--- src/logic/loader_pkg.sv ---
`default_nettype none

package loader_pkg;

    // host command codes.
    localparam logic [7:0] cmd_write = 8'd1;
    localparam logic [7:0] cmd_launch = 8'd2;

    // word address and word width of the backing memory.
    localparam int ram_addr_width = 22;
    localparam int ram_data_width = 16;

    // control word handed to the accelerator.
    localparam int map_ctrl_width = 24;

    // frame decoder states.
    typedef enum logic [1:0] {
        st_cmd,
        st_addr,
        st_data
    } decode_state_t;

endpackage

`default_nettype wire

--- src/logic/map_ctrl_receiver.sv ---
`timescale 1ns/1ps
`default_nettype none

module map_ctrl_receiver (
    input  logic                                  clk,
    input  logic                                  reset,
    input  logic [loader_pkg::map_ctrl_width-1:0] map_ctrl,
    input  logic                                  map_ctrl_req,
    output logic                                  map_ctrl_ack,
    output logic                                  launch,
    output logic [loader_pkg::map_ctrl_width-1:0] launch_map
);

    logic [1:0] req_sync;
    logic       req_change;

    // ack doubles as the last request level seen.
    assign req_change = (req_sync[1] != map_ctrl_ack);

    always_ff @(posedge clk) begin
        if (reset) begin
            req_sync     <= 2'b00;
            map_ctrl_ack <= 1'b0;
            launch       <= 1'b0;
        end else begin
            req_sync <= {req_sync[0], map_ctrl_req};
            launch   <= req_change;
            if (req_change) begin
                map_ctrl_ack <= req_sync[1];
            end
        end
    end

    always_ff @(posedge clk) begin
        if (req_change) begin
            launch_map <= map_ctrl;
        end
    end

    // sender must hold the control word across the capture.
    a_map_stable: assert property (
        @(posedge clk) disable iff (reset)
        req_change |-> $stable(map_ctrl)
    );

endmodule

`default_nettype wire

--- config.mk ---
export PLATFORM = sky130hd
export DESIGN_NAME = map_ctrl_receiver
export DESIGN_NICKNAME = d
export VERILOG_FILES = /design/src/logic/loader_pkg.sv /design/src/logic/map_ctrl_receiver.sv
export SDC_FILE = /design/constraint.sdc
export NUM_CORES = 1
export LEC_CHECK = 0
export BUFFER_PORTS_ARGS = -buffer_cell sky130_fd_sc_hd__buf_2
export CORE_MARGIN = 4
export CORE_UTILIZATION = 35
export CTS_BUF_LIST = sky130_fd_sc_hd__clkbuf_16
export DETAILED_ROUTE_END_ITERATION = 10
export PLACE_DENSITY = 0.71
export SYNTH_ARGS = -nofsm -noshare
export SYNTH_HDL_FRONTEND = slang
export SYNTH_SLANG_ARGS = --single-unit
--- constraint.sdc ---
create_clock -name clk -period 2.21 [get_ports clk]
set_clock_uncertainty 0.15 [all_clocks]
set_input_delay 0.3315 -clock clk [delete_from_list [all_inputs] [get_ports clk]]
set_output_delay 0.3315 -clock clk [all_outputs]
set_load 0.05 [all_outputs]
After elaboration in Yosys (flattened, before gate mapping)

Cells that the tools add are included.

Register bits: 28
Latch bits: 0
Memory bits (writable): 0
ROM bits: 0
Input bits: 27
Output and inout port bits: 26
Word-level logic and storage cells: 5
Memories: 0

$add $sub $neg: 0
Multiply operators: 0
Divide/modulo/power cells: 0
Order comparisons: 0
Equality and inequality tests: 1
Shift operators: 0
Mux-type cells: 0
Bitwise logic cells: 0
Reduce and logical (&&, ||, !) cells: 0

Operators with widths:

| cell                  | number |
|---|---|
| inequality test 1 bit | 1 |

Depth between registers and ports, before layout

Depth after elaboration: 1
Depth in mapped cells: 2
Mapped depth without buffers: 2

Least setup slack after synthesis

Ideal clock, no wire load.

Kind: register to register
Start point: register map_ctrl_ack
End point: register launch_map[0] in the netlist's numbering (enable)
Setup time: 0.412 ns
Data arrival time: 1.893 ns
Required time: 1.648 ns
Slack: -0.245 ns
Cell stages (with the launch flop): 2
Buffers on the path: 0
Clock period less this slack: 2.455 ns
Cells stage by stage: dfxtp_1 > xor2_1

Word-level cells in the longest chain between the ends: 1

RTL lines:

| item                     | RTL line                | source |
|---|---|---|
| start: declaration       | map_ctrl_receiver.sv:9  | `output logic map_ctrl_ack,` |
| start signal: assignment | map_ctrl_receiver.sv:29 | `map_ctrl_ack <= req_sync[1];` |
| inequality test 1 bit    | map_ctrl_receiver.sv:18 | `assign req_change = (req_sync[1] != map_ctrl_ack);` |
| via req_change           | map_ctrl_receiver.sv:15 | `logic req_change;` |
| end signal: assignment   | map_ctrl_receiver.sv:36 | `launch_map <= map_ctrl;` |
| end: declaration         | map_ctrl_receiver.sv:11 | `output logic [loader_pkg::map_ctrl_width-1:0] launch_map` |

The timed path passes the listed nets, and every way through them passes these cells.
A chain may end at the register's enable or synchronous reset.

Worst setup path in the final report

Start point: register map_ctrl_ack
End point: output port map_ctrl_ack

No word-level cell between the ends.

==> impl_results.md <==
* Multi-input gate area at around 43 um^2
* Later-pin clock latency in the skew report at between 0.2 and 0.3 ns
* Worst reg-to-reg setup slack at 0.96 ns
* Overall routed net length at 1480 um
* CTS tree: built
* Peak supply drop at around 0.00064 V
* DIE AREA at 0.00323 mm^2
* Vias per cell at slightly above 4
* Total Power at around 1.2 mW
* Routed len/inst at roughly 12 um
* Synth Instances at 33
* Largest net degree at the start of global routing at 17
* H-tree depth at 1
* Critical path, cell by cell: buf_2
* Clk root buf: clkbuf_16
* Crit path capture type: output pin
* I/O Pins at 53
* CP startpoint: map_ctrl_ack$_SDFFE_PP0P_
* ANT nets after route at 0
* Most frequent cells in the layout: buf_2 (52), edfxtp_1 (24), dfxtp_1 (4), nor2b_1 (3), clkbuf_16 (3)
* Crit start category: register
* Global route overflow at 0
* Routed vias at about 500
* Vias in the first global route at between 500 and 600
* Inst Count DP at between 100 and 150
* Crit path max-delay family: flip-flops
* Std-Cell Core Area at ~0.0022 mm^2
* Sequential share of the synthesized area at 0.958
* Largest stage delay, worst path at between 0.3 and 0.4 ns
* Initial core utilization at 0.374
* Area growth syn-to-layout at 50.6%
* # diodes at 0
* WHS Endpoint: launch_map[2]$_DFFE_PP_
* Post-CTS setup buffers at 0
* Bufs on Longest Clock Path at 2
* Tcrit/Tclk final at 0.641
* Setup_tns at 0 ns
* Filler cells at between 150 and 200
* Worst Path Max Fanout at 2
* Number of CTS-inserted buffers at 3
* Synth Warn # at 0
* Fmax at 705 MHz
* Mapped Area at between 800 and 900 um^2
* Synth top area share at 0.862
* Commonest non-fill, non-tap cell in the layout: buf_2
* DR pass1 iterations at 4
* Min-Delay Path Class: input pin to register
* Initial antenna violation count at 0
* P_leak at about 0.55 nW
* Fin crit period at ~1.4 ns
* Worst reg2reg startpoint: map_ctrl_ack$_SDFFE_PP0P_
* Max-slew headroom at 0.827
* Critical Path RT at 1.73 ns
* Final Wtd Congestion at about 0.7
* Avg Cell Area, Syn at between 20 and 30 um^2
* Port bufs at 52
* Fin. Hold Viols at 0
* Fin. max-slew vios at 0
* First-pass GRT wire length at 2330 um
* FF-to-FF End: launch_map[15]$_DFFE_PP_
* Yosys cell types at 5
* Pwr dens at ~1000 mW/mm^2
* Rows at 17
* Buf/Inv on CP at 1
* Crit-path slowest cell: dfxtp_1
* Slew @ Worst Pin at 0.261 ns
* Reg2Reg Depth at 2
* Post_cts resized at 0
* Seq cells post-synth at 28
* Top cells by area, synth: edfxtp_1 (86%), dfxtp_1 (9.6%), nor2b_1 (2.2%), xor2_1 (1.0%), and2b_1 (0.90%)
* Hold_buf cts at 0
* Setup ws final at about 0.8 ns
* Hold wc startpoint: map_ctrl[2]
* Clock transition at the registers of the reported paths at roughly 0.06 ns
* Critical path class: register to output pin
* Largest area contributor in the netlist: edfxtp_1
* FF/Latch Area at around 800 um^2
* MaxCap Viol Count at 0
* Fin cells at between 100 and 150
* Chip height at roughly 57 um
* Status: complete, no violations
* Crit path DAT at 0.94 ns
* RSZ-0062 raised after global routing: false
* Layout cell share with drive strength beyond 1 at 0.648
* Final setup violation count at 0
* Worst hold stages at 1
* Residual DRC count at 0
* CTS Sinks at 28
* All-Layer GR Usage at 0.0973
* Post-place setup slack at 0.959 ns
* Syn Nets at 60
* Nets at between 100 and 150
* 1st-iter DRT viols at 8
* Die Span X at approximately 57 um
## sequential cells by signal, summed over array words and instances (netlist names)
signal        count
launch_map       24
map_ctrl_ack      1
launch            1
req_sync          2
## cell families after synthesis
group | count (synthesis) | share of synthesized area
DFF | 28 | 0.958
and+or+nand+nor | 4 | 0.0314
xor gates and xnor gates | 1 | 0.0105
## worst reg2reg max path, cell delays in order, from the launching register on
cell and delay [ns]:
dfxtp_1 0.39, xor2_2 0.17, buf_4 0.24
## stage by stage
stage	utilization	instance area, um^2	hold WS [ns]
after detailed placement	0.517	1150	0.286
after CTS	0.564	1260	0.0922
after global placement	0.517	1150	0.269
after global routing	0.564	1260	0.0835
after floorplan	-	843	0.253
final	0.564	1260	0.0985
## metal layers
layer	wire length, um	global-route usage	vias to the layer above
met2	752	0.167	33
li1	-	-	237
met4	0	0.0298	0
met1	487	0.100	222
met3	236	0.0552	0
met5	0	0	-
## worst max-delay path by stage
stage | endpoint | slack [ns] | depth (start not counted)
floorplan | launch_map[0]$_DFFE_PP_ | 0.21 | 1
global placement | launch_map[17]$_DFFE_PP_ | 1.02 | 2
detailed placement | launch_map[15]$_DFFE_PP_ | 0.96 | 2
CTS | map_ctrl_ack | 0.78 | 1
global route | map_ctrl_ack | 0.75 | 1
finish | map_ctrl_ack | 0.79 | 1
## power by group
group / total, mW / switching [mW] / internal (mW)
Combinational: 0.128 / 0.0944 / 0.0341
Clock: 0.515 / 0.155 / 0.360
Sequential: 0.606 / 0.00553 / 0.601
Total: 1.25 / 0.255 / 0.995
## area by class of cell
class / count / area share
clock buffer: 3 / 0.0596
clock inverter: 1 / 0.0239
multi-input combinational: 5 / 0.0338
sequential: 28 / 0.636
tap: 28 / 0.0278
timing repair buffer: 54 / 0.219
## cells in the mapped netlist
cell type / n
xor2_1: 1
nor2b_1: 3
dfxtp_1: 4
and2b_1: 1
edfxtp_1: 24
(Power assumes the default switching activity.)
