===== config.mk =====
export PLATFORM = sky130hd
export DESIGN_NAME = qspi_byte_rx
export DESIGN_NICKNAME = d
export VERILOG_FILES = /design/src/logic/qspi_byte_rx.sv
export SDC_FILE = /design/constraint.sdc
export NUM_CORES = 1
export LEC_CHECK = 0
export ABC_AREA = 1
export ABC_CLOCK_PERIOD_IN_PS = 2400
export CAP_MARGIN = 30
export CORE_MARGIN = 10
export CORE_UTILIZATION = 60
export DETAILED_ROUTE_END_ITERATION = 16
export DONT_BUFFER_PORTS = 1
export HOLD_SLACK_MARGIN = 0.06
export PLACE_DENSITY = 0.79
export SYNTH_ARGS = -nofsm -noshare
export SYNTH_HDL_FRONTEND = slang
export SYNTH_SLANG_ARGS = --single-unit

===== constraint.sdc =====
create_clock -name clk -period 2.4 [get_ports clk]
set_input_delay 0.24 -clock clk [delete_from_list [all_inputs] [get_ports clk]]
set_output_delay 0.24 -clock clk [all_outputs]
set_load 0.03 [all_outputs]

===== src/logic/qspi_byte_rx.sv =====
`timescale 1ns/1ps
`default_nettype none

module qspi_byte_rx (
    input  logic       clk,
    input  logic       reset,
    input  logic       qspi_sck,
    input  logic       qspi_cs_n,
    input  logic [3:0] qspi_io,
    output logic [7:0] rx_data,
    output logic       rx_valid,
    output logic       rx_closed,
    output logic       overflow,
    input  logic       rx_ready
);

    logic [1:0] sck_sync;
    logic [1:0] cs_n_sync;
    logic [3:0] io_meta;
    logic [3:0] io_sync;
    logic       sck_prev;
    logic       sck_rise;
    logic       nibble_phase;
    logic [3:0] high_nibble;
    logic       transfer;

    // pin synchronizers, two stages each.
    always_ff @(posedge clk) begin
        if (reset) begin
            sck_sync  <= 2'b00;
            cs_n_sync <= 2'b11;
            sck_prev  <= 1'b0;
        end else begin
            sck_sync  <= {sck_sync[0], qspi_sck};
            cs_n_sync <= {cs_n_sync[0], qspi_cs_n};
            sck_prev  <= sck_sync[1];
        end
    end

    always_ff @(posedge clk) begin
        io_meta <= qspi_io;
        io_sync <= io_meta;
    end

    assign sck_rise  = sck_sync[1] && !sck_prev;
    assign rx_closed = cs_n_sync[1];
    assign transfer  = rx_valid && rx_ready;

    always_ff @(posedge clk) begin
        if (reset) begin
            rx_valid     <= 1'b0;
            overflow     <= 1'b0;
            nibble_phase <= 1'b0;
        end else begin
            if (transfer) begin
                rx_valid <= 1'b0;
            end

            if (cs_n_sync[1]) begin
                // idle link, restart on the high nibble.
                nibble_phase <= 1'b0;
            end else if (sck_rise) begin
                nibble_phase <= !nibble_phase;
                if (!nibble_phase) begin
                    high_nibble <= io_sync;
                end else if (rx_valid && !transfer) begin
                    // holding buffer still full, the new byte is lost.
                    overflow <= 1'b1;
                end else begin
                    rx_data  <= {high_nibble, io_sync};
                    rx_valid <= 1'b1;
                end
            end
        end
    end

    // an offered byte is held unchanged until the decoder takes it.
    a_hold_until_taken: assert property (
        @(posedge clk) disable iff (reset)
        rx_valid && !rx_ready |=> rx_valid && $stable(rx_data)
    );

endmodule

`default_nettype wire


After elaboration in Yosys (flattened, before gate mapping)
Index checks and enable logic that the tools add are counted. W data, S select, Z words.

Mux-type cells: 5. Bitwise operators: 4. Reductions and logical operators: 10.

Operator list (count): $reduce_and A4 Y1 (2); $mux W1 (5); $reduce_and A5 Y1 (1); $not A1 Y1 (4); $logic_and A1 B1 Y1 (3); $logic_not A1 Y1 (3); $reduce_or A2 Y1 (1).

Register bits after elaboration: 28. Output and inout port bits: 11.

Depth between registers and ports, before layout
Word-level depth: 7. Gate-level depth with buffers: 4. Mapped depth without buffers: 4.

Least setup slack after synthesis
OpenSTA, ideal clock, no wires.

Kind: register -> register. From: register cs_n_sync[1]. To: register rx_data[0], enable pin. Setup time: 0.370 ns. Arrival: 1.101 ns. Data required time: 2.030 ns. Slack: 0.929 ns. Stages on the path, launching flop included: 3. Buffers on the path: 0. Cell sequence: dfxtp_1 -> or2_4 -> nor3_2.

Longest elaborated chain between the ends: 2.

Ends and longest elaborated chain: from (decl) (line 18) `logic [1:0] cs_n_sync;`; from (signal assigned) (line 35) `cs_n_sync <= {cs_n_sync[0], qspi_cs_n};`; $not A1 Y1 (no source line); $reduce_and A5 Y1 (no source line); to (signal assigned) (line 70) `rx_data <= {high_nibble, io_sync};`; to (decl) (line 10) `output logic [7:0] rx_data,`.

No other way between the ends. A chain may end at the register's enable or synchronous reset.

Worst setup path after layout
From: register cs_n_sync[1]. To: register rx_data[4], enable pin.

Same word-level chain as after synthesis.

==> run_results.csv <==
group,metric,value,unit
status,outcome,"complete, no violations",
clock_tree,clock_tree.htree_level_count,1,
finish,final_cell_area,915,um^2
global_route,track_usage,0.0803,
worst_setup_path,setup.worst_path.end_class,"register",
clock_tree,cts.repair.resized,0,
sta,maxSlewHeadroom,0.610,
global_route,grt-ovfl-total,0,
clock_tree,cts_inserted_buffers,3,
sta,post-route-min-period,1610,ps
detailed_routing,drt_wl_total,1.21,mm
worst_setup_path,start_to_end_type_of_the_worst_setup_path,"reg2reg",
sta,fin_worst_skew,7.96,ps
global_route,initial_antenna_violation_count,0,
sta,grt_setup_unrepaired,"no",
worst_hold_path,timing.hold.worst_path_depth,2,
worst_setup_path,rr_endpoint,"rx_data[4]",
clock_tree,cts-root-to-sink-buffers,2,
sta,timing.final.crit_share,0.672,
floorplan,io-pin-count,20,
floorplan,floorplan.die.width,56.5,um
detailed_routing,drt_pre_antenna_iters,2,
power_and_ir_drop,power_density_normalized_to_cell_area,779,nW/um^2
yosys,synth_seq_area_share,0.851,
floorplan,die_area,3190,um^2
yosys,synthesis.nets,62,
placed_design,place.port_buffers,0,
clock_tree,numClockSinks,28,
yosys,synthesis.area_per_instance,15.1,um^2
clock_tree,clkTransAtPathRegs,140,ps
finish,antennaDiodeCount,0,
floorplan,fp-row-count,13,
placed_design,postPlaceCellArea,818,um^2
worst_setup_path,timing.rr.start,"cs_n_sync[1]",
placed_design,place.detailed.hpwl,885,um
power_and_ir_drop,ir_drop,480,uV
worst_setup_path,crit_fanout,8,
clock_tree,cts_tree,"yes",
global_route,grt_pass1_wl,2.01,mm
yosys,yosys_warnings,0,
worst_setup_path,worst_reg_to_reg_cells,2,
floorplan,fp.coreArea,1280,um^2
floorplan,die_y,56.5,um
power_and_ir_drop,leakage_power_total,0.322,nW
detailed_routing,remaining_drc_errors,0,
worst_hold_path,hold-path-endpoint,"nibble_phase",
yosys,mappedNetlistArea,800,um^2
finish,multiInputGateArea,96.3,um^2
global_route,maximum_number_of_pins_on_one_net_before_global_route_repair,16,
detailed_routing,num_vias,390,
sta,achievable-frequency,620,MHz
detailed_routing,avgRoutedWirePerCell,15.3,um
worst_setup_path,worstPathArrival,1580,ps
sta,tns,0,ps
clock_tree,post_cts_setup_buffer_count,0,
worst_hold_path,hold_start,"reset",
sta,final_hold_vios,0,
detailed_routing,drt-initial-drc-count,4,
detailed_routing,route.detailed.vias_per_inst,4.94,
placed_design,detailedPlace.worstSlack,809,ps
clock_tree,cts_hold_buffers,7,
finish,final_nets,74,
yosys,yosys.cell_types.count,13,
sta,worst_slack,788,ps
power_and_ir_drop,design_power_total,0.712,mW
finish,final.fill_count,82,
job,drv_cap,0,
global_route,via_count_of_the_first_global_routing_pass,398,
sta,worst_slew_pin_slew,582,ps
worst_hold_path,hp-class,"in2reg",
yosys,netlist_instances,53,
clock_tree,clock_root_buffer,"sky130_fd_sc_hd__clkbuf_4",
finish,final_layout_size_suffix_gt1_frac,0.125,
placed_design,placer_congestion_estimate,0.615,
sta,final_max_tran_viols,0,
worst_setup_path,required,2370,ps
sta,report.final.setup_viol,0,
clock_tree,later_pin_clock_latency_in_the_skew_report,320,ps
worst_setup_path,r2r_slack,790,ps
finish,sequential_cell_area,681,um^2
yosys,synth_seq_cells,28,
detailed_routing,ant_nets,0,
worst_setup_path,worst_setup_path_start_kind,"register",
finish,area_growth,14.4,%
floorplan,initial_core_util,0.622,
## report_power, final
part	internal [mW]	switching, mW	leakage (nW)
Clock	0.0609	0.124	0.0154
Sequential	0.506	0.00565	0.241
Combinational	0.0100	0.00611	0.0660
## flip-flops by register name, indices dropped and copies added, names as in the netlist
signal	flops
cs_n_sync	2
high_nibble	4
io_meta	4
io_sync	4
nibble_phase	1
overflow	1
rx_data	8
rx_valid	1
sck_prev	1
sck_sync	2
## area by class of cell
class                      instances  area share
sequential                        28       0.744
multi-input combinational         19       0.105
timing repair buffer               7      0.0766
clock buffer                       3      0.0246
inverter                           6      0.0246
tap                               15      0.0205
clock inverter                     1     0.00410
## cells in the final DEF (no fill, tap or decap), drive strengths merged
cell          n
o21ai         1
nor2          8
edfxtp       12
a21oi         3
inv           6
dlygate4sd3   7
or2           3
nor3          1
nand2         2
clkbuf        3
clkinv        1
dfxtp        16
nand3         1
## metrics by stage
step | utilization | hold WS [ps] | instances
after global placement | 0.637 | 268 | 68
after floorplan | - | 268 | 53
final | 0.712 | 94.3 | 79
after global routing | 0.712 | 99.6 | 79
after detailed placement | 0.637 | 268 | 68
after CTS | 0.712 | 90.3 | 79
## worst max path at each step
stage	to	startpoint	depth (start not counted)	slack, ps
finish	rx_data[4]	cs_n_sync[1]	2	790
global route	rx_data[3]	cs_n_sync[1]	2	700
CTS	rx_data[4]	cs_n_sync[1]	2	790
detailed placement	rx_data[4]	cs_n_sync[1]	2	810
global placement	rx_data[3]	cs_n_sync[1]	2	850
floorplan	rx_data[0]	cs_n_sync[1]	2	930
## cell usage after synthesis (all sizes together)
master	instances	area (um^2)
dfxtp	16	320
edfxtp	12	360
nor2	8	32.5
inv	6	22.5
a21oi	3	15.0
or2	3	21.3
nand2	2	7.51
nand3	1	5.00
nor3	1	10.0
o21ai	1	5.00
## critical path, cell delays in order, from the launching register on
cell                      delay (ps)
sky130_fd_sc_hd__dfxtp_1         450
sky130_fd_sc_hd__or2_4           320
sky130_fd_sc_hd__nor3_2          490
## cells by family (layout without fill, tap and decap cells)
group / count (synthesis) / in the layout / share of synthesized area
simple gates: 15 / 15 / 0.0955
flops: 28 / 28 / 0.851
compound gates: 4 / 4 / 0.0250
buf+inv: 6 / 17 / 0.0282
## routing by layer
layer  vias to the layer above  wire (um)  share of wire  track usage
met3                         2        106          0.088       0.0337
met5                         -          0              0            0
met1                       176        542           0.45       0.0865
met4                         0         15          0.012       0.0515
li1                        195          -              -            -
met2                        17        545           0.45        0.125
No activity file was read; power rests on OpenSTA's default activity.
