`src/logic/loader_pkg.sv`:
```
`default_nettype none

package loader_pkg;

    // host command codes.
    localparam logic [7:0] cmd_write = 8'd1;
    localparam logic [7:0] cmd_launch = 8'd2;

    // word address and word width of the backing memory.
    localparam int ram_addr_width = 22;
    localparam int ram_data_width = 16;

    // control word handed to the accelerator.
    localparam int map_ctrl_width = 24;

    // frame decoder states.
    typedef enum logic [1:0] {
        st_cmd,
        st_addr,
        st_data
    } decode_state_t;

endpackage

`default_nettype wire

```
`src/logic/host_cmd_decoder.sv`:
```
`timescale 1ns/1ps
`default_nettype none

module host_cmd_decoder (
    input  logic                                  clk,
    input  logic                                  reset,
    input  logic [7:0]                            rx_data,
    input  logic                                  rx_valid,
    input  logic                                  rx_closed,
    output logic                                  rx_ready,
    output logic [loader_pkg::ram_addr_width-1:0] ram_address,
    output logic [loader_pkg::ram_data_width-1:0] ram_data,
    output logic                                  ram_req,
    input  logic                                  ram_busy,
    output logic [loader_pkg::map_ctrl_width-1:0] map_ctrl,
    output logic                                  map_ctrl_req,
    input  logic                                  map_ctrl_ack
);

    import loader_pkg::*;

    decode_state_t state;
    logic [7:0]    cmd;
    logic [1:0]    byte_cnt;
    logic          low_first;
    logic          second_byte;
    logic          first_write;
    logic [1:0]    ack_sync;
    logic          write_blocked;
    logic          take_byte;

    // data bytes of a write wait while the memory is busy.
    assign write_blocked = (state == st_data) && (cmd == cmd_write) && ram_busy;
    assign take_byte     = rx_valid && !rx_ready && !write_blocked;

    always_ff @(posedge clk) begin
        if (reset) begin
            state        <= st_cmd;
            rx_ready     <= 1'b0;
            ram_req      <= 1'b0;
            map_ctrl_req <= 1'b0;
            ack_sync     <= 2'b00;
            byte_cnt     <= 2'd0;
            low_first    <= 1'b0;
            second_byte  <= 1'b0;
            first_write  <= 1'b0;
        end else begin
            rx_ready <= 1'b0;
            ram_req  <= 1'b0;
            ack_sync <= {ack_sync[0], map_ctrl_ack};

            if (rx_closed && !rx_valid) begin
                state <= st_cmd;
            end

            if (take_byte) begin
                rx_ready <= 1'b1;
                case (state)
                    st_cmd: begin
                        cmd      <= rx_data;
                        byte_cnt <= 2'd0;
                        state    <= st_addr;
                    end
                    st_addr: begin
                        byte_cnt <= byte_cnt + 2'd1;
                        if (byte_cnt == 2'd2) begin
                            state <= st_data;
                        end
                        if (cmd == cmd_write) begin
                            case (byte_cnt)
                                2'd0: ram_address[21:15] <= rx_data[6:0];
                                2'd1: ram_address[14:7] <= rx_data;
                                2'd2: begin
                                    // lsb picks the byte order within each word.
                                    ram_address[6:0] <= rx_data[7:1];
                                    low_first        <= rx_data[0];
                                    second_byte      <= 1'b0;
                                    first_write      <= 1'b1;
                                end
                                default: ;
                            endcase
                        end else if (cmd == cmd_launch) begin
                            case (byte_cnt)
                                2'd0: map_ctrl[23:16] <= rx_data;
                                2'd1: map_ctrl[15:8] <= rx_data;
                                2'd2: begin
                                    map_ctrl[7:0] <= rx_data;
                                    // only when the previous request has been answered.
                                    if (map_ctrl_req == ack_sync[1]) begin
                                        map_ctrl_req <= !map_ctrl_req;
                                    end
                                end
                                default: ;
                            endcase
                        end
                    end
                    st_data: begin
                        if (cmd == cmd_write) begin
                            second_byte <= !second_byte;
                            if (!second_byte) begin
                                if (low_first) begin
                                    ram_data[7:0] <= rx_data;
                                end else begin
                                    ram_data[15:8] <= rx_data;
                                end
                            end else begin
                                if (low_first) begin
                                    ram_data[15:8] <= rx_data;
                                end else begin
                                    ram_data[7:0] <= rx_data;
                                end
                                ram_req <= 1'b1;
                                if (first_write) begin
                                    first_write <= 1'b0;
                                end else begin
                                    ram_address <= ram_address + 1'b1;
                                end
                            end
                        end
                    end
                    default: state <= st_cmd;
                endcase
            end
        end
    end

    // at most one byte every two cycles.
    a_ready_single: assert property (
        @(posedge clk) disable iff (reset)
        rx_ready |=> !rx_ready
    );

    // writes only leave while streaming and never into a busy memory.
    a_req_when_idle: assert property (
        @(posedge clk) disable iff (reset)
        ram_req |-> !ram_busy && (state == st_data)
    );

endmodule

`default_nettype wire

```
`config.mk`:
```
export PLATFORM = sky130hd
export DESIGN_NAME = host_cmd_decoder
export DESIGN_NICKNAME = d
export VERILOG_FILES = /design/src/logic/loader_pkg.sv /design/src/logic/host_cmd_decoder.sv
export SDC_FILE = /design/constraint.sdc
export NUM_CORES = 1
export LEC_CHECK = 0
export ABC_AREA = 1
export BUFFER_PORTS_ARGS = -buffer_cell sky130_fd_sc_hd__buf_2
export CAP_MARGIN = 20
export CORE_UTILIZATION = 56
export CTS_BUF_LIST = sky130_fd_sc_hd__clkbuf_2 sky130_fd_sc_hd__clkbuf_4 sky130_fd_sc_hd__clkbuf_8
export CTS_CLUSTER_DIAMETER = 100
export DETAILED_ROUTE_END_ITERATION = 7
export PLACE_DENSITY = 0.84
export SYNTH_ARGS = -nofsm -noshare
export SYNTH_HDL_FRONTEND = slang
export SYNTH_SLANG_ARGS = --single-unit
```
`constraint.sdc`:
```
create_clock -name clk -period 2.8 [get_ports clk]
set_clock_uncertainty 0.05 [all_clocks]
set_input_delay 0.56 -clock clk [delete_from_list [all_inputs] [get_ports clk]]
set_output_delay 0.56 -clock clk [all_outputs]
set_load 0.01 [all_outputs]
```
* Word-level counts from Yosys, hierarchy flattened *
Cells that the tools add are included.

word-level totals
  register bits after elaboration = 82
  input bits = 14

cells by class
  add/sub/neg operators = 2
  equal/unequal tests = 17
  multiplexer cells = 27
  bitwise gates (word level) = 4
  reductions and logical operators = 30

operators with widths
  kind                   number
  $mux 22                4
  $pmux 22 s2            1
  $reduce_and 6->1       7
  $mux 8                 3
  $reduce_and 8->1       3
  $add 22x1->22 const B  1
  $mux 16                1
  $mux 7                 2
  $ne 2x2->1 const B     6
  $mux 1                 9
  $eq 8x1->1 const B     1
  $eq 8x2->1 const B     1
  $ne 2x1->1 const B     4
  $mux 2                 3
  $pmux 2 s3             1
  $reduce_bool 2->1      3
  $logic_and 1x1->1      5
  $logic_not 1->1        5
  $reduce_and 5->1       1
  $eq 2x1->1 const B     2
  $eq 2x2->1 const B     2
  $logic_not 2->1        2
  $not 1->1              4
  $pmux 1 s2             2
  7 further kinds        7

* Depth between registers and ports, before layout *
Gate-level depths: netlist of the first run.

  depth in word-level cells = 7
  gate-level depth with buffers = 11
  mapped depth without buffers = 11

* Worst setup path after synthesis of the first run *
No wires, ideal clock.

  path type = input to register
  from = input port rx_valid
  to = register ram_address[10] in the netlist's numbering (enable)
  library setup time = 0.383 ns
  arrival = 1.681 ns
  data required time = 2.367 ns
  setup slack = 0.686 ns
  cell stages on the path = 6
  path buffers = 0
  cell sequence = inv_1 nor2_1 nand2_2 inv_2 nand2_1 nor3_1

on the way
  word-level cells in the longest chain between the ends = 3

ends and longest elaborated chain
  what                               line                     RTL
  start, declared                    host_cmd_decoder.sv:8    input logic rx_valid,
  $logic_and 1x1->1 (2 in a row)     host_cmd_decoder.sv:34   assign take_byte = rx_valid && !rx_ready && !write_blocked;
  $reduce_and 8->1 (no source line)  --
  end signal, assigned               host_cmd_decoder.sv:116  ram_address <= ram_address + 1'b1;
  end, declared                      host_cmd_decoder.sv:11   output logic [loader_pkg::ram_addr_width-1:0] ram_address,

Every way passes these cells.
A chain may end at the register's enable or synchronous reset.

* Final worst setup path of the first run *
  from = register state[1]
  to = register ram_address[5] in the netlist's numbering (enable)

on the way
  word-level cells in the longest chain between the ends = 6
  elaborated cells between the ends (all ways) = 13
  classes of those cells = eq/ne (7); reduce/logical (6)

ends and longest elaborated chain
  what                                   line                                            RTL
  start, declared                        host_cmd_decoder.sv:22                          decode_state_t state;
  start signal, assigned                 host_cmd_decoder.sv:38                          state <= st_cmd;
  start signal, assigned                 host_cmd_decoder.sv:53                          state <= st_cmd;
  start signal, assigned                 host_cmd_decoder.sv:62                          state <= st_addr;
  $eq 2x2->1                             host_cmd_decoder.sv:33, host_cmd_decoder.sv:58
  $logic_and 1x1->1 (2 in a row)         host_cmd_decoder.sv:33                          assign write_blocked = (state == st_data) && (cmd == cmd_write) && ram_busy;
  $logic_not 1->1                        host_cmd_decoder.sv:34
  $logic_and 1x1->1                      host_cmd_decoder.sv:34
  $reduce_and 8->1 (no source line) (*)  --

Mark *: on every way between the ends. The rest lies on a longest branch, timed or not.

==> impl_metrics.yaml, run 1 <==
detailed_routing:
  drt_iter0_drc: 194
  viasPerCell: 5.417
  post_drt_wl_per_cell_um: 15.91
  drc_errors: 0
  vias: 2730
  ant_nets: 0
  routed_wl_um: 8021
  firstDrtPassIters: 4
timing:
  max_slew_margin: 0.5175
  rsz0062_at_grt: "false"
  hold_slack_ns: 0.3616
  setup_tns_ns: 0
  setup_viol: 0
  hold_viol: 0
  finalCritPeriodShare: 0.8650
  tightest_slew_ns: 0.7210
  maxSlewViolCount: 0
  fmax_mhz: 412.9
  period_minus_slack_ns: 2.422
final_layout:
  layout_common_cells: "78 x buf_2, 70 x edfxtp_1, 62 x nand2_1"
  final_nets: 442
  instances_no_fill: 504
  drive_gt1_frac: 0.3100
  finish.instance_area_um2: 4309
  diodes: 0
  layout_commonest_cell: "buf_2"
  syn_to_final_growth_pct: 19.29
power_and_ir_drop:
  power_leakage_nw: 1.755
  power_mw: 2.242
  ir_drop_v: 0.0003307
  power_density_nw_per_um2: 520.4
yosys:
  synthMuxAreaShare: 0
  synthDominantCellAreaShare: 0.5819
  ys_seq_elements: 82
  synth_fa_ha_area_frac: 0.01386
  netlist_top_cells_area: "edfxtp_1 58%, dfxtp_1 6.7%, nand2_1 6.4%, inv_1 4.1%, nor2_1 3.6%"
  syn_area_per_cell_um2: 10.91
  synth.net_count: 349
  synth-edff-count: 70
  yosys.cell_types.count: 33
  synth-xor-area-share: 0.01455
  synthFlopType: "edfxtp_1"
  synth-async-reset-ratio: 0
  synth_top_family_by_area: "simple AND/OR/NAND/NOR gates"
  seq_area_frac_synth: 0.6484
  synth_area_um2: 3612
  syn_inst: 331
  synth_area_leader_cell: "edfxtp_1"
  synth_compound_area_frac: 0.05265
  yosysWarningCount: 0
  synthSimpleGateAreaFrac: 0.2186
worst_setup_path:
  startpoint_type: "flip-flop"
  required_ns: 2.74
  critPathSlowestCell: "nor2_1"
  cp_max_fo: 22
  critPathArrivalTime_ns: 2.36
  crit_chain: "inv_2 > nor2_4 > nor2_1 > a211oi_2 > o21ai_1 > nor2_1"
  end_kind: "flip-flop"
  crit_top_cell: "nor2_1"
  worstSetupPathType: "flip-flop to flip-flop"
  max_stage_delay_ns: 0.50
clock_tree:
  postCtsSetupBuffers: 0
  cts_made_buffers: 9
  clkTransAtPathRegs_ns: 0.08
  cts_tree: "yes"
  cts_buffer_depth: 2
  clk_latency_ns: 0.35
  clkSinkCount: 82
  hold_buffers: 0
  htreeDepth: 3
  cts-root-buf: "clkbuf_8"
  cts_resized: 0
global_route:
  grt_use_met3: 0.06923
  met1_usage: 0.3417
  grt_pass1_vias: 2451
  grt_start_max_net_pins: 23
  met2_usage: 0.3926
  grt_pass1_wl_um: 12200
  gr-max-usage-layer: "met2"
  groute.usage.overall: 0.2525
  antenna_found_initial: 0
  grt_overflow_total: 0
floorplan:
  start_util: 0.5960
  boundaryPins: 79
  fp.dieArea_um2: 6776
  core_um2: 6061
  rows: 28
  die_w_um: 82.32
  fp.dieH_um: 82.32
outcome:
  status: "complete, no violations"
place:
  placed_area_um2: 4126
  port_buffers: 78
  dp_cells: 488
  gp_congestion: 0.8808
  dp_hpwl_um: 5934
job:
  drv_cap: 0
hold_path:
  hold_path_class: "flip-flop to flip-flop"
[layout make-up]
class,instances,area (um2)
tap,75,93.84
multi-input combinational,202,1082
clock inverter,7,58.81
clock buffer,9,123.9
sequential,82,2342
inverter,44,165.2
timing repair buffer,85,442.9
fill,441,1752
[critical path, delay by kind of cell, from the launching register on]
family,cells,cell delay (ns)
AO/OA/AOI/OAI,2,0.35
AND/OR/NAND/NOR,3,1.13
buffers and inverters,1,0.11
flip-flops,1,0.42
[sequential cells by signal (all words and copies together), names as in the netlist]
register	count
byte_cnt	2
first_write	1
rx_ready	1
cmd	8
state	2
map_ctrl_req	1
ram_address	22
ram_data	16
map_ctrl	24
ram_req	1
low_first	1
ack_sync	2
second_byte	1
[synth_stat cells (all sizes together) (2+ instances only)]
cell type   n
o21ai      23
ha          4
nor3        9
nor4        2
nand3      23
a21oi       8
buf         2
nand2      72
nand4       6
inv        43
edfxtp     70
dfxtp      12
nor2       43
xor2        5
[worst paths after layout]
check / to / slack, ns / cells past startpoint / startpoint
worst max-delay path: ram_address[5] / 0.38 / 6 / state[1]
worst min-delay path: ack_sync[1] / 0.36 / 2 / ack_sync[0]
worst max register to register: ram_address[5] / 0.38 / 6 / state[1]
worst min register to register: ack_sync[1] / 0.36 / 2 / ack_sync[0]
[kinds of logic (layout without fill, tap and decap cells)]
logic type	Yosys count	count (layout)
simple gates	157	157
flops	82	82
buf+inv	47	145
compound gates	35	35
xor+xnor	6	6
fa+ha+maj	4	4
[through the flow]
| stage | setup slack (ns) | util |
|---|---|---|
| 6_report | 0.3779 | 0.7110 |
| 3_3_place_gp | 0.5374 | 0.6808 |
| 2_1_floorplan | 0.6858 | - |
| 4_1_cts | 0.4268 | 0.7110 |
| 3_5_place_dp | 0.3797 | 0.6808 |
| 5_1_grt | 0.2221 | 0.7110 |
[per-layer routing]
| layer | vias to the layer above | wire length (um) |
|---|---|---|
| met5 | - | 0 |
| met4 | 0 | 150 |
| met3 | 16 | 513 |
| met2 | 125 | 3951 |
| met1 | 1286 | 3405 |
| li1 | 1303 | - |
[power by group]
group / switching [mW] / leakage (nW) / internal (mW) / total, mW
Combinational: 0.0696 / 0.933 / 0.0315 / 0.101
Sequential: 0.0122 / 0.730 / 1.34 / 1.35
Clock: 0.453 / 0.0925 / 0.337 / 0.790
(Power assumes the default switching activity.)
==> run 2, diff against run 1 <==
- CELL_PAD_IN_SITES_DETAIL_PLACEMENT: unset -> 1
- CELL_PAD_IN_SITES_GLOBAL_PLACEMENT: unset -> 1
- CORE_UTILIZATION: 56 -> 47
- PLACE_DENSITY: 0.84 -> 0.89
- clock period: 2.8 -> 3.1 ns (I/O delays scaled with it)
==> run 2 against run 1 <==
  * First-iteration DRC count is 1.0% lower
  * Flip-flop and latch count stayed put
  * Via count is 3.8% higher
  * Final cell count is 4.2% higher
  * Die area is 19% higher
  * Clock power is 1% higher
  * Sequential power is 9.6% lower
  * Count of clock-buffer cells in the layout stayed put
  * Design area is 0.55% higher
  * Power is 5.3% lower
  * Worst hold slack better by 0.00060 ns
  * Critical path type unchanged
  * Critical endpoint is now ram_address[3]
==> impl_metrics.yaml, run 2 (synthesis results as in run 1) <==
worst_setup_path:
  startpoint_type: "flip-flop"
  required_ns: 3.04
  critPathArrivalTime_ns: 2.45
  crit_family: "simple AND/OR/NAND/NOR gates"
  crit_chain: "inv_2 > nor2_4 > nor2_1 > a211oi_2 > o21ai_1 > nor2_1"
  max_stage_delay_ns: 0.48
  crit_top_cell: "nor2_1"
  worstSetupPathType: "flip-flop to flip-flop"
  cp_max_fo: 22
  crit_buf_inv: 1
  crit_start: "state[1]"
  critPathSlowestCell: "nor2_4"
  end_kind: "flip-flop"
  rr_startpoint: "state[1]"
detailed_routing:
  post_drt_wl_per_cell_um: 20.59
  vias: 2834
  viasPerCell: 5.398
  drt_iter0_drc: 192
  ant_nets: 0
  routed_wl_um: 10810
  drc_errors: 0
  firstDrtPassIters: 4
timing:
  hold_viol: 0
  rsz0062_at_grt: "false"
  max_slew_margin: 0.3963
  tightest_slew_ns: 0.9022
  setup_tns_ns: 0
  hold_slack_ns: 0.3622
  finalCritPeriodShare: 0.8074
  fmax_mhz: 399.6
  maxSlewViolCount: 0
  setup_viol: 0
  period_minus_slack_ns: 2.503
hold_path:
  hold_path_class: "flip-flop to flip-flop"
  worstHoldStart: "ack_sync[0]"
floorplan:
  core_um2: 7331
  fp.dieH_um: 89.67
  boundaryPins: 79
  die_w_um: 89.67
  rows: 31
  start_util: 0.4927
  fp.dieArea_um2: 8040
final_layout:
  top_register: "map_ctrl"
  largest_reg_flops: 24
  seq_area_um2: 2342
  syn_to_final_growth_pct: 19.95
  drive_gt1_frac: 0.3028
  layout_common_cells: "78 x buf_2, 70 x edfxtp_1, 62 x nand2_1"
  diodes: 0
  layout_commonest_cell: "buf_2"
  reg_top3: "map_ctrl (24), ram_address (22), ram_data (16)"
  multi_input_area_um2: 1082
  final_nets: 439
  fill_cells: 840
global_route:
  grt_overflow_total: 0
  grt_pass1_vias: 2981
  groute.usage.overall: 0.2879
  antenna_found_initial: 0
  grt_pass1_wl_um: 16100
  grt_start_max_net_pins: 23
place:
  port_buffers: 78
  gp_congestion: 0.8386
  dp_hpwl_um: 7860
power_and_ir_drop:
  power_leakage_nw: 1.740
  power_density_nw_per_um2: 490.0
  ir_drop_v: 0.0002730
outcome:
  status: "complete, no violations"
clock_tree:
  cts_resized: 0
  cts-root-buf: "clkbuf_8"
  postCtsSetupBuffers: 0
  htreeDepth: 3
  cts_buffer_depth: 2
  hold_buffers: 0
  clk_latency_ns: 0.36
  cts_made_buffers: 9
  cts_tree: "yes"
  clkSinkCount: 82
  clkTransAtPathRegs_ns: 0.09
job:
  drv_cap: 0
## run 2: cell count changes in the layout (fill, tap and decap cells not counted), sizes merged
cell,before,now
buf,85,82
bufinv,0,1
clkinvlp,1,2
inv,47,45
## run 2: area by class of cell
type | instances | share of cell area
sequential | 82 | 0.5406
tap | 99 | 0.02859
inverter | 44 | 0.03812
clock buffer | 9 | 0.02859
multi-input combinational | 202 | 0.2498
clock inverter | 7 | 0.01733
timing repair buffer | 82 | 0.09703
## run 2: worst min-delay path: stages, from the launching register on
cell and delay [ns]:
dfxtp_1 0.30, inv_1 0.04, nor2_1 0.03
## run 2: path summary, 6_finish.rpt
path                                  endpoint  slack (ns)  depth (start not counted)
worst min-delay path               ack_sync[1]        0.36                          2
worst max-delay path            ram_address[3]        0.60                          6
worst min register to register     ack_sync[1]        0.36                          2
worst max register to register  ram_address[3]        0.60                          6
## run 2: per-layer routing
metal  global-route usage  wire (um)  up-vias
li1                     -          -     1302
met1               0.3108       4135     1404
met2               0.5317       5752       95
met3              0.06399        479       33
met4               0.1400        441        0
met5                    0          0        -
## run 2: power breakdown
part,switching (mW),internal (mW)
sequential,0.0120,1.21
combinational,0.0722,0.0287
clock,0.424,0.377
total,0.508,1.61
## run 2: per-stage QoR
stage / std cells / total power, mW / setup slack [ns] / utilization / area, um2
6_report: 525 / 2.123 / 0.5972 / 0.5911 / 4333
5_1_grt: 525 / 2.178 / 0.4736 / 0.5911 / 4333
4_1_cts: 525 / 2.126 / 0.6495 / 0.5911 / 4333
3_5_place_dp: 509 / 1.344 / 0.5164 / 0.5639 / 4134
3_3_place_gp: 509 / 1.334 / 0.7552 / 0.5639 / 4134
2_1_floorplan: 331 / 1.292 / 0.9258 / - / 3612
